`src/source/mhq_config.svh`:
```
/* Configuration macros for the miss handling queue
   Line size, queue depth, address and data widths */

`ifndef MHQ_CONFIG_SVH
`define MHQ_CONFIG_SVH

// Bytes in a cache line
`define DC_LINE_SIZE 16

// Bits of byte offset inside a line
`define DC_OFFSET_WIDTH 4

// Byte address width
`define ADDR_WIDTH 32

// Store word width, four bytes
`define DATA_WIDTH 32

// Number of queue entries and width of an entry index
`define MHQ_DEPTH 4
`define MHQ_TAG_WIDTH 2

`endif

```
`src/source/cache_types_pkg.sv`:
```
/* Cache-level vector types: addresses, words, lines, offsets, byte masks */

`default_nettype none

`include "mhq_config.svh"

package cache_types_pkg;

    // Full byte address
    typedef logic [`ADDR_WIDTH-1:0] addr_t;

    // Line address with the offset bits dropped
    typedef logic [`ADDR_WIDTH-`DC_OFFSET_WIDTH-1:0] line_addr_t;

    // Byte offset inside a line
    typedef logic [`DC_OFFSET_WIDTH-1:0] offset_t;

    // Store word and its byte enables
    typedef logic [`DATA_WIDTH-1:0] data_t;
    typedef logic [`DATA_WIDTH/8-1:0] byte_select_t;

    // Whole line of data
    typedef logic [`DC_LINE_SIZE*8-1:0] cacheline_t;

    // One flag per line byte, set once a store wrote it
    typedef logic [`DC_LINE_SIZE-1:0] line_mask_t;

endpackage

`default_nettype wire

```
`src/source/mhq_types_pkg.sv`:
```
/* Queue-level types: entry tags, wrap pointers, one-hot entry masks */

`default_nettype none

`include "mhq_config.svh"

package mhq_types_pkg;

    // Entry index
    typedef logic [`MHQ_TAG_WIDTH-1:0] mhq_tag_t;

    // Head or tail pointer, top bit flips on every wrap
    typedef logic [`MHQ_TAG_WIDTH:0] mhq_tagp_t;

    // One bit per entry
    typedef logic [`MHQ_DEPTH-1:0] mhq_tag_select_t;

endpackage

`default_nettype wire

```
`src/source/mhq_lu.sv`:
```
/* MHQ lookup stage: matches a miss against queued lines
   and picks the entry it allocates or merges into */

`default_nettype none

`include "mhq_config.svh"

module mhq_lu (
    input  wire logic                                          clk,
    input  wire logic                                          n_rst,

    // Incoming miss
    input  wire logic                                          i_req_en,
    input  wire logic                                          i_req_we,
    input  wire cache_types_pkg::addr_t                        i_req_addr,
    input  wire cache_types_pkg::data_t                        i_req_wr_data,
    input  wire cache_types_pkg::byte_select_t                 i_req_byte_select,

    // Queue state from the execute stage
    input  wire mhq_types_pkg::mhq_tag_select_t                i_mhq_valid,
    input  wire cache_types_pkg::line_addr_t [`MHQ_DEPTH-1:0]  i_mhq_addr,
    input  wire mhq_types_pkg::mhq_tag_t                       i_mhq_tail,
    input  wire logic                                          i_mhq_full,

    // Held miss towards the execute stage
    output logic                                               o_lu_en,
    output logic                                               o_lu_we,
    output logic                                               o_lu_match,
    output mhq_types_pkg::mhq_tag_select_t                     o_lu_tag_select,
    output cache_types_pkg::line_addr_t                        o_lu_addr,
    output cache_types_pkg::offset_t                           o_lu_offset,
    output cache_types_pkg::data_t                             o_lu_wr_data,
    output cache_types_pkg::byte_select_t                      o_lu_byte_select,
    output logic                                               o_req_replay
);

    import cache_types_pkg::*;
    import mhq_types_pkg::*;

    line_addr_t      req_line;
    offset_t         req_offset;
    mhq_tag_select_t entry_hit;
    logic            held_hit;
    logic            held_alloc;
    logic            line_hit;
    mhq_tag_t        alloc_tag;
    logic            no_room;
    mhq_tag_select_t tag_select;

    assign req_line   = i_req_addr[`ADDR_WIDTH-1:`DC_OFFSET_WIDTH];
    assign req_offset = i_req_addr[`DC_OFFSET_WIDTH-1:0];

    // Compare against every valid queued line
    always_comb begin
        for (int i = 0; i < `MHQ_DEPTH; i++) begin
            entry_hit[i] = i_mhq_valid[i] && (i_mhq_addr[i] == req_line);
        end
    end

    // The held miss is written at the next edge, so it is not in the queue yet
    assign held_hit   = o_lu_en && (o_lu_addr == req_line);
    assign held_alloc = o_lu_en && !o_lu_match;
    assign line_hit   = held_hit || (|entry_hit);

    // Skip the slot the held miss is about to take
    assign alloc_tag  = held_alloc ? mhq_tag_t'(i_mhq_tail + 1'b1) : i_mhq_tail;

    // Full covers the settled queue, the valid check covers the held allocation
    assign no_room    = i_mhq_full || i_mhq_valid[alloc_tag];

    always_comb begin
        if (held_hit)
            tag_select = o_lu_tag_select;
        else if (|entry_hit)
            tag_select = entry_hit;
        else
            tag_select = mhq_tag_select_t'(1) << alloc_tag;
    end

    // New line with no room left is replayed instead of enqueued
    always_ff @(posedge clk) begin
        if (!n_rst) begin
            o_lu_en      <= 1'b0;
            o_req_replay <= 1'b0;
        end else begin
            o_lu_en      <= i_req_en && (line_hit || !no_room);
            o_req_replay <= i_req_en && !line_hit && no_room;
        end
    end

    always_ff @(posedge clk) begin
        o_lu_we          <= i_req_we;
        o_lu_match       <= line_hit;
        o_lu_tag_select  <= tag_select;
        o_lu_addr        <= req_line;
        o_lu_offset      <= req_offset;
        o_lu_wr_data     <= i_req_wr_data;
        o_lu_byte_select <= i_req_byte_select;
    end

endmodule

`default_nettype wire

```
`src/source/mhq_ex.sv`:
```
/* MHQ execute stage with entry storage, store merging, head and tail,
   CCU request from the head and merged fill output */

`default_nettype none

`include "mhq_config.svh"

module mhq_ex (
    input  wire logic                                      clk,
    input  wire logic                                      n_rst,

    // Held miss from the lookup stage
    input  wire logic                                      i_lu_en,
    input  wire logic                                      i_lu_we,
    input  wire logic                                      i_lu_match,
    input  wire mhq_types_pkg::mhq_tag_select_t            i_lu_tag_select,
    input  wire cache_types_pkg::line_addr_t               i_lu_addr,
    input  wire cache_types_pkg::offset_t                  i_lu_offset,
    input  wire cache_types_pkg::data_t                    i_lu_wr_data,
    input  wire cache_types_pkg::byte_select_t             i_lu_byte_select,

    // Queue state for the lookup stage
    output mhq_types_pkg::mhq_tag_select_t                 o_mhq_valid,
    output cache_types_pkg::line_addr_t [`MHQ_DEPTH-1:0]   o_mhq_addr,
    output mhq_types_pkg::mhq_tag_t                        o_mhq_tail,
    output logic                                           o_mhq_full,

    // CCU request and response
    input  wire logic                                      i_ccu_done,
    input  wire cache_types_pkg::cacheline_t               i_ccu_data,
    output logic                                           o_ccu_en,
    output cache_types_pkg::addr_t                         o_ccu_addr,

    // Fill towards the cache
    output logic                                           o_fill_en,
    output mhq_types_pkg::mhq_tag_t                        o_fill_tag,
    output logic                                           o_fill_dirty,
    output cache_types_pkg::addr_t                         o_fill_addr,
    output cache_types_pkg::cacheline_t                    o_fill_data
);

    import cache_types_pkg::*;
    import mhq_types_pkg::*;

    localparam int WORD_BYTES = `DATA_WIDTH / 8;

    // Entry storage
    mhq_tag_select_t             mhq_valid;
    mhq_tag_select_t             mhq_dirty;
    line_addr_t [`MHQ_DEPTH-1:0] mhq_line;
    cacheline_t                  mhq_data [`MHQ_DEPTH];
    line_mask_t                  mhq_mask [`MHQ_DEPTH];

    mhq_tagp_t       mhq_head;
    mhq_tagp_t       mhq_tail;
    mhq_tagp_t       head_next;
    mhq_tagp_t       tail_next;
    mhq_tag_t        head_tag;
    logic            full_next;
    mhq_tag_select_t valid_next;

    logic            ex_alloc;
    logic            base_dirty;
    cacheline_t      base_data;
    line_mask_t      base_mask;
    logic            ex_dirty;
    cacheline_t      ex_data;
    line_mask_t      ex_mask;

    cacheline_t      fill_data;

    assign ex_alloc  = i_lu_en && !i_lu_match;
    assign head_tag  = mhq_head[`MHQ_TAG_WIDTH-1:0];
    assign head_next = i_ccu_done ? mhq_tagp_t'(mhq_head + 1'b1) : mhq_head;
    assign tail_next = ex_alloc ? mhq_tagp_t'(mhq_tail + 1'b1) : mhq_tail;

    // Same index with opposite wrap bits means every slot is taken
    assign full_next = (tail_next == {~head_next[`MHQ_TAG_WIDTH],
                                      head_next[`MHQ_TAG_WIDTH-1:0]});

    // A merge starts from the stored entry and a new line from zero
    always_comb begin
        base_dirty = 1'b0;
        base_data  = '0;
        base_mask  = '0;
        if (i_lu_match) begin
            for (int i = 0; i < `MHQ_DEPTH; i++) begin
                if (i_lu_tag_select[i]) begin
                    base_dirty = mhq_dirty[i];
                    base_data  = mhq_data[i];
                    base_mask  = mhq_mask[i];
                end
            end
        end
    end

    // Lay the enabled store bytes over the word at the offset
    always_comb begin
        ex_dirty = base_dirty || i_lu_we;
        ex_data  = base_data;
        ex_mask  = base_mask;
        for (int b = 0; b < `DC_LINE_SIZE; b++) begin
            if (i_lu_we && (b / WORD_BYTES == int'(i_lu_offset) / WORD_BYTES)
                    && i_lu_byte_select[b % WORD_BYTES]) begin
                ex_data[b*8 +: 8] = i_lu_wr_data[(b % WORD_BYTES)*8 +: 8];
                ex_mask[b]        = 1'b1;
            end
        end
    end

    always_comb begin
        for (int i = 0; i < `MHQ_DEPTH; i++) begin
            valid_next[i] = mhq_valid[i];
            if (i_lu_en && i_lu_tag_select[i])
                valid_next[i] = 1'b1;
            // Head entry is freed when its line comes back
            if (i_ccu_done && (mhq_tag_t'(i) == head_tag))
                valid_next[i] = 1'b0;
        end
    end

    // Stored bytes win over the line from memory
    always_comb begin
        for (int b = 0; b < `DC_LINE_SIZE; b++) begin
            fill_data[b*8 +: 8] = mhq_mask[head_tag][b] ? mhq_data[head_tag][b*8 +: 8]
                                                        : i_ccu_data[b*8 +: 8];
        end
    end

    assign o_ccu_en    = mhq_valid[head_tag];
    assign o_ccu_addr  = {mhq_line[head_tag], {`DC_OFFSET_WIDTH{1'b0}}};

    assign o_mhq_valid = mhq_valid;
    assign o_mhq_addr  = mhq_line;
    assign o_mhq_tail  = mhq_tail[`MHQ_TAG_WIDTH-1:0];

    always_ff @(posedge clk) begin
        if (!n_rst) begin
            mhq_valid  <= '0;
            mhq_head   <= '0;
            mhq_tail   <= '0;
            o_mhq_full <= 1'b0;
            o_fill_en  <= 1'b0;
        end else begin
            mhq_valid  <= valid_next;
            mhq_head   <= head_next;
            mhq_tail   <= tail_next;
            o_mhq_full <= full_next;
            o_fill_en  <= i_ccu_done;
        end
    end

    // Allocate or merge into the selected entry
    always_ff @(posedge clk) begin
        for (int i = 0; i < `MHQ_DEPTH; i++) begin
            if (i_lu_en && i_lu_tag_select[i]) begin
                mhq_dirty[i] <= ex_dirty;
                mhq_line[i]  <= i_lu_addr;
                mhq_data[i]  <= ex_data;
                mhq_mask[i]  <= ex_mask;
            end
        end
    end

    // Fill is registered one cycle behind the CCU completion
    always_ff @(posedge clk) begin
        o_fill_tag   <= head_tag;
        o_fill_dirty <= mhq_dirty[head_tag];
        o_fill_addr  <= o_ccu_addr;
        o_fill_data  <= fill_data;
    end

endmodule

`default_nettype wire

```
`src/source/mhq_top.sv`:
```
/* MHQ top level: lookup stage feeding the execute stage */

`default_nettype none

`include "mhq_config.svh"

module mhq_top (
    input  wire logic                           clk,
    input  wire logic                           n_rst,

    // Miss requests
    input  wire logic                           i_req_en,
    input  wire logic                           i_req_we,
    input  wire cache_types_pkg::addr_t         i_req_addr,
    input  wire cache_types_pkg::data_t         i_req_wr_data,
    input  wire cache_types_pkg::byte_select_t  i_req_byte_select,
    output logic                                o_req_replay,
    output logic                                o_mhq_full,

    // CCU
    input  wire logic                           i_ccu_done,
    input  wire cache_types_pkg::cacheline_t    i_ccu_data,
    output logic                                o_ccu_en,
    output cache_types_pkg::addr_t              o_ccu_addr,

    // Fill
    output logic                                o_fill_en,
    output mhq_types_pkg::mhq_tag_t             o_fill_tag,
    output logic                                o_fill_dirty,
    output cache_types_pkg::addr_t              o_fill_addr,
    output cache_types_pkg::cacheline_t         o_fill_data
);

    import cache_types_pkg::*;
    import mhq_types_pkg::*;

    // Lookup to execute
    logic            lu_en;
    logic            lu_we;
    logic            lu_match;
    mhq_tag_select_t lu_tag_select;
    line_addr_t      lu_addr;
    offset_t         lu_offset;
    data_t           lu_wr_data;
    byte_select_t    lu_byte_select;

    // Execute back to lookup
    mhq_tag_select_t             mhq_valid;
    line_addr_t [`MHQ_DEPTH-1:0] mhq_addr;
    mhq_tag_t                    mhq_tail;
    logic                        mhq_full;

    assign o_mhq_full = mhq_full;

    mhq_lu u_lu (
        .clk               (clk),
        .n_rst             (n_rst),
        .i_req_en          (i_req_en),
        .i_req_we          (i_req_we),
        .i_req_addr        (i_req_addr),
        .i_req_wr_data     (i_req_wr_data),
        .i_req_byte_select (i_req_byte_select),
        .i_mhq_valid       (mhq_valid),
        .i_mhq_addr        (mhq_addr),
        .i_mhq_tail        (mhq_tail),
        .i_mhq_full        (mhq_full),
        .o_lu_en           (lu_en),
        .o_lu_we           (lu_we),
        .o_lu_match        (lu_match),
        .o_lu_tag_select   (lu_tag_select),
        .o_lu_addr         (lu_addr),
        .o_lu_offset       (lu_offset),
        .o_lu_wr_data      (lu_wr_data),
        .o_lu_byte_select  (lu_byte_select),
        .o_req_replay      (o_req_replay)
    );

    mhq_ex u_ex (
        .clk              (clk),
        .n_rst            (n_rst),
        .i_lu_en          (lu_en),
        .i_lu_we          (lu_we),
        .i_lu_match       (lu_match),
        .i_lu_tag_select  (lu_tag_select),
        .i_lu_addr        (lu_addr),
        .i_lu_offset      (lu_offset),
        .i_lu_wr_data     (lu_wr_data),
        .i_lu_byte_select (lu_byte_select),
        .o_mhq_valid      (mhq_valid),
        .o_mhq_addr       (mhq_addr),
        .o_mhq_tail       (mhq_tail),
        .o_mhq_full       (mhq_full),
        .i_ccu_done       (i_ccu_done),
        .i_ccu_data       (i_ccu_data),
        .o_ccu_en         (o_ccu_en),
        .o_ccu_addr       (o_ccu_addr),
        .o_fill_en        (o_fill_en),
        .o_fill_tag       (o_fill_tag),
        .o_fill_dirty     (o_fill_dirty),
        .o_fill_addr      (o_fill_addr),
        .o_fill_data      (o_fill_data)
    );

endmodule

`default_nettype wire

```
`config.mk`:
```
export PLATFORM = sky130hd
export DESIGN_NAME = mhq_top
export DESIGN_NICKNAME = d
export VERILOG_FILES = /design/src/source/cache_types_pkg.sv /design/src/source/mhq_types_pkg.sv /design/src/source/mhq_lu.sv /design/src/source/mhq_ex.sv /design/src/source/mhq_top.sv
export VERILOG_INCLUDE_DIRS = /design/src /design/src/source
export SDC_FILE = /design/constraint.sdc
export NUM_CORES = 1
export LEC_CHECK = 0
export BUFFER_PORTS_ARGS = -buffer_cell sky130_fd_sc_hd__buf_2
export CORE_AREA = 2 2 380 194
export DETAILED_ROUTE_END_ITERATION = 7
export DIE_AREA = 0 0 382 196
export PLACE_DENSITY = 0.77
export SYNTH_ARGS = -nofsm -noshare
export SYNTH_HDL_FRONTEND = slang
export SYNTH_HIERARCHICAL = 1
export SYNTH_SLANG_ARGS = --single-unit
```
`constraint.sdc`:
```
create_clock -name clk -period 6.23 [get_ports clk]
set_input_delay 1.5575 -clock clk [delete_from_list [all_inputs] [get_ports clk]]
set_output_delay 1.5575 -clock clk [all_outputs]
set_load 0.02 [all_outputs]
```
==> metrics.md <==
| Metric | Value |
|---|---|
| CTS Buf Count | `a little over 80` |
| # Max-Cap Violations | `0` |
| Final Wtd Congestion | `between 0.9 and 1` |
| CTS H-tree depth | `3` |
| Global-route wire length before repair | `163 mm` |
| Worst-Skew Late Latency | `roughly 0.7 ns` |
| Reg2reg start | `u_ex/mhq_head[0]$_SDFF_PN0_` |
| Vias in the first global route | `24800` |
| Pins Over Slew Limit | `0` |
| Syn_area_per_cell | `15.4 um2` |
| Outcome | `complete, no violations` |
| Setup crit start kind | `register` |
| Largest net degree at the start of global routing | `149` |
| Worst Skew | `0.0354 ns` |
| Pleak | `approximately 16 nW` |
| Remaining DRCs | `0` |
| Row Count | `70` |
| Crit share post-route | `0.631` |
| Clock root cell | `clkbuf_16` |
| Port Buffers | `389` |
| Setup TNS | `0 ns` |
| Synthesized instance count | `between 2000 and 3000` |
| GRT overflow | `0` |
| Critical path, cell by cell | `mux4_2 > buf_2` |
| Endpoints failing setup | `0` |
| TritonCTS clock tree | `done` |
| HP Start | `u_lu/o_lu_addr[24]$_DFF_P_` |
| Fin. Hold Viols | `0` |
| Die W | `between 300 and 400 um` |
| Drt wl/cell | `28.7 um` |
| Clk buf depth | `3` |
| Core area | `71900 um2` |
| Post-CTS resize count | `0` |
| Placed cell areas | `42300 um2` |
| Setup repair bufs after CTS | `0` |
| F_max | `0.254 GHz` |
| I/O Pins | `400` |
| PwrDens | `322 nW/um2` |
| Antenna viol nets, final | `0` |
| GRT Total Usage | `0.295` |
| Crit path largest cell delay | `1.03 ns` |
| Share of layout cells above drive strength 1 | `0.277` |
| Fin nets | `3078` |
| Final min period | `3.93 ns` |
| Vias/cell | `about 6.6` |
| Worst endpoint required time | `between 4 and 5 ns` |
| Critical path startpoint | `u_ex/mhq_head[1]$_SDFF_PN0_` |
| Design Area, Final | `45000 um2` |
| Initial Util | `0.560` |
| Die area | `74900 um2` |
| Most frequent cells in the layout | `696 x edfxtp_1, 389 x buf_2, 260 x o21ai_0, 238 x dfxtp_1, 142 x mux4_2` |
| VDD IR max | `0.000204 V` |
| Rel. slew slack | `0.249` |
| # fillers | `around 5000` |
| WS Path Type | `reg -> out` |
| Synth warnings | `6` |
| Initial antenna violation count | `6` |
| Overall power | `14.5 mW` |
| Tightest Pin Transition | `1.12 ns` |
| RSZ-0062 raised after global routing | `no` |
| Layout area overhead | `11.7%` |
| Critical path data arrival time | `2.37 ns` |
| Vias | `25700` |
| Final HPWL DP | `68.3 mm` |
| CTS Sinks | `~940` |
| Crit. End Element | `primary output` |
| Pre-Repair DR Iteration Count | `6` |
| Total Wirelength | `112 mm` |
| Iteration-0 DRC Markers | `approximately 3600` |
| CTS clk-pin slew, worst paths | `0.07 ns` |
| Mapped Area | `40300 um2` |
| Commonest non-fill, non-tap cell in the layout | `edfxtp_1` |
| Tightest Hold Check Type | `reg -> reg` |
| Utilization after layout | `0.626` |
| CTS Hold Bufs | `0` |
| Max FO, Critical Path | `59` |
| Crit path max-delay cell type | `dfxtp_4` |
| Die H | `196 um` |
state kept, by name (all words and copies together), names as in the netlist:
| signal | flops |
|---|---|
| u_ex/mhq_tail | 3 |
| u_ex/o_mhq_valid | 4 |
| u_ex/o_mhq_full | 1 |
| u_ex/o_fill_data | 128 |
| u_lu/o_lu_en | 1 |
| u_ex/o_fill_en | 1 |
| u_lu/o_req_replay | 1 |
| u_lu/o_lu_we | 1 |
| u_ex/mhq_data | 512 |
| u_ex/mhq_head | 3 |
| u_lu/o_lu_offset | 2 |
| u_ex/mhq_mask | 64 |
| u_ex/o_fill_dirty | 1 |
| u_ex/o_fill_tag | 2 |
| u_ex/mhq_dirty | 4 |
| u_lu/o_lu_match | 1 |
| u_ex/o_fill_addr | 28 |
| u_lu/o_lu_wr_data | 32 |
| u_lu/o_lu_addr | 28 |
| u_lu/o_lu_byte_select | 4 |
| u_ex/o_mhq_addr | 112 |
| u_lu/o_lu_tag_select | 4 |
per-stage QoR:
| step | hold WS (ns) | worst slack [ns] | instances |
|---|---|---|---|
| after global placement | 0.488 | 2.47 | 3760 |
| final | 0.522 | 2.30 | 3918 |
| after detailed placement | 0.511 | 2.38 | 3760 |
| after CTS | 0.517 | 2.27 | 3913 |
| after floorplan | 0.368 | 0.769 | 2622 |
| after global routing | 0.534 | 2.22 | 3914 |
cell type report:
cell class | count | area [um2] | area share
Antenna cell | 5 | 12.5 | 0.000278
Clock buffer | 125 | 2410 | 0.0537
Multi-Input combinational cell | 1439 | 13200 | 0.293
Tap cell | 972 | 1220 | 0.0270
Timing Repair Buffer | 408 | 2190 | 0.0487
Inverter | 4 | 17.5 | 0.000389
Sequential cell | 937 | 25700 | 0.572
Clock inverter | 28 | 234 | 0.00520
critical path, delay by kind of cell (launching register included):
family	cells	cell delay, ns
multiplexers	1	0.47
buffers and inverters	1	0.19
flip-flops	1	1.03
worst paths after layout:
path	to	slack [ns]	cells after the start
setup / recovery	o_ccu_addr[21]	2.30	2
hold / removal	u_ex/o_mhq_addr[24]$_DFFE_PP_	0.52	0
setup reg to reg	u_ex/o_fill_data[57]$_DFF_P_	2.68	4
hold reg to reg	u_ex/o_mhq_addr[24]$_DFFE_PP_	0.52	0
metal layers:
metal / up-vias / global-route usage / routed length, um
met5: - / 0 / 53
li1: 10800 / - / -
met2: 1786 / 0.433 / 50800
met4: 8 / 0.0862 / 2780
met1: 13000 / 0.421 / 43400
met3: 180 / 0.0975 / 15300
power by group:
| group | total, mW | internal (mW) | switching, mW |
|---|---|---|---|
| Clock | 5.07 | 2.78 | 2.29 |
| Sequential | 7.26 | 7.03 | 0.232 |
| Combinational | 2.15 | 0.880 | 1.27 |
Note: power is estimated with default switching activity, not from simulation.
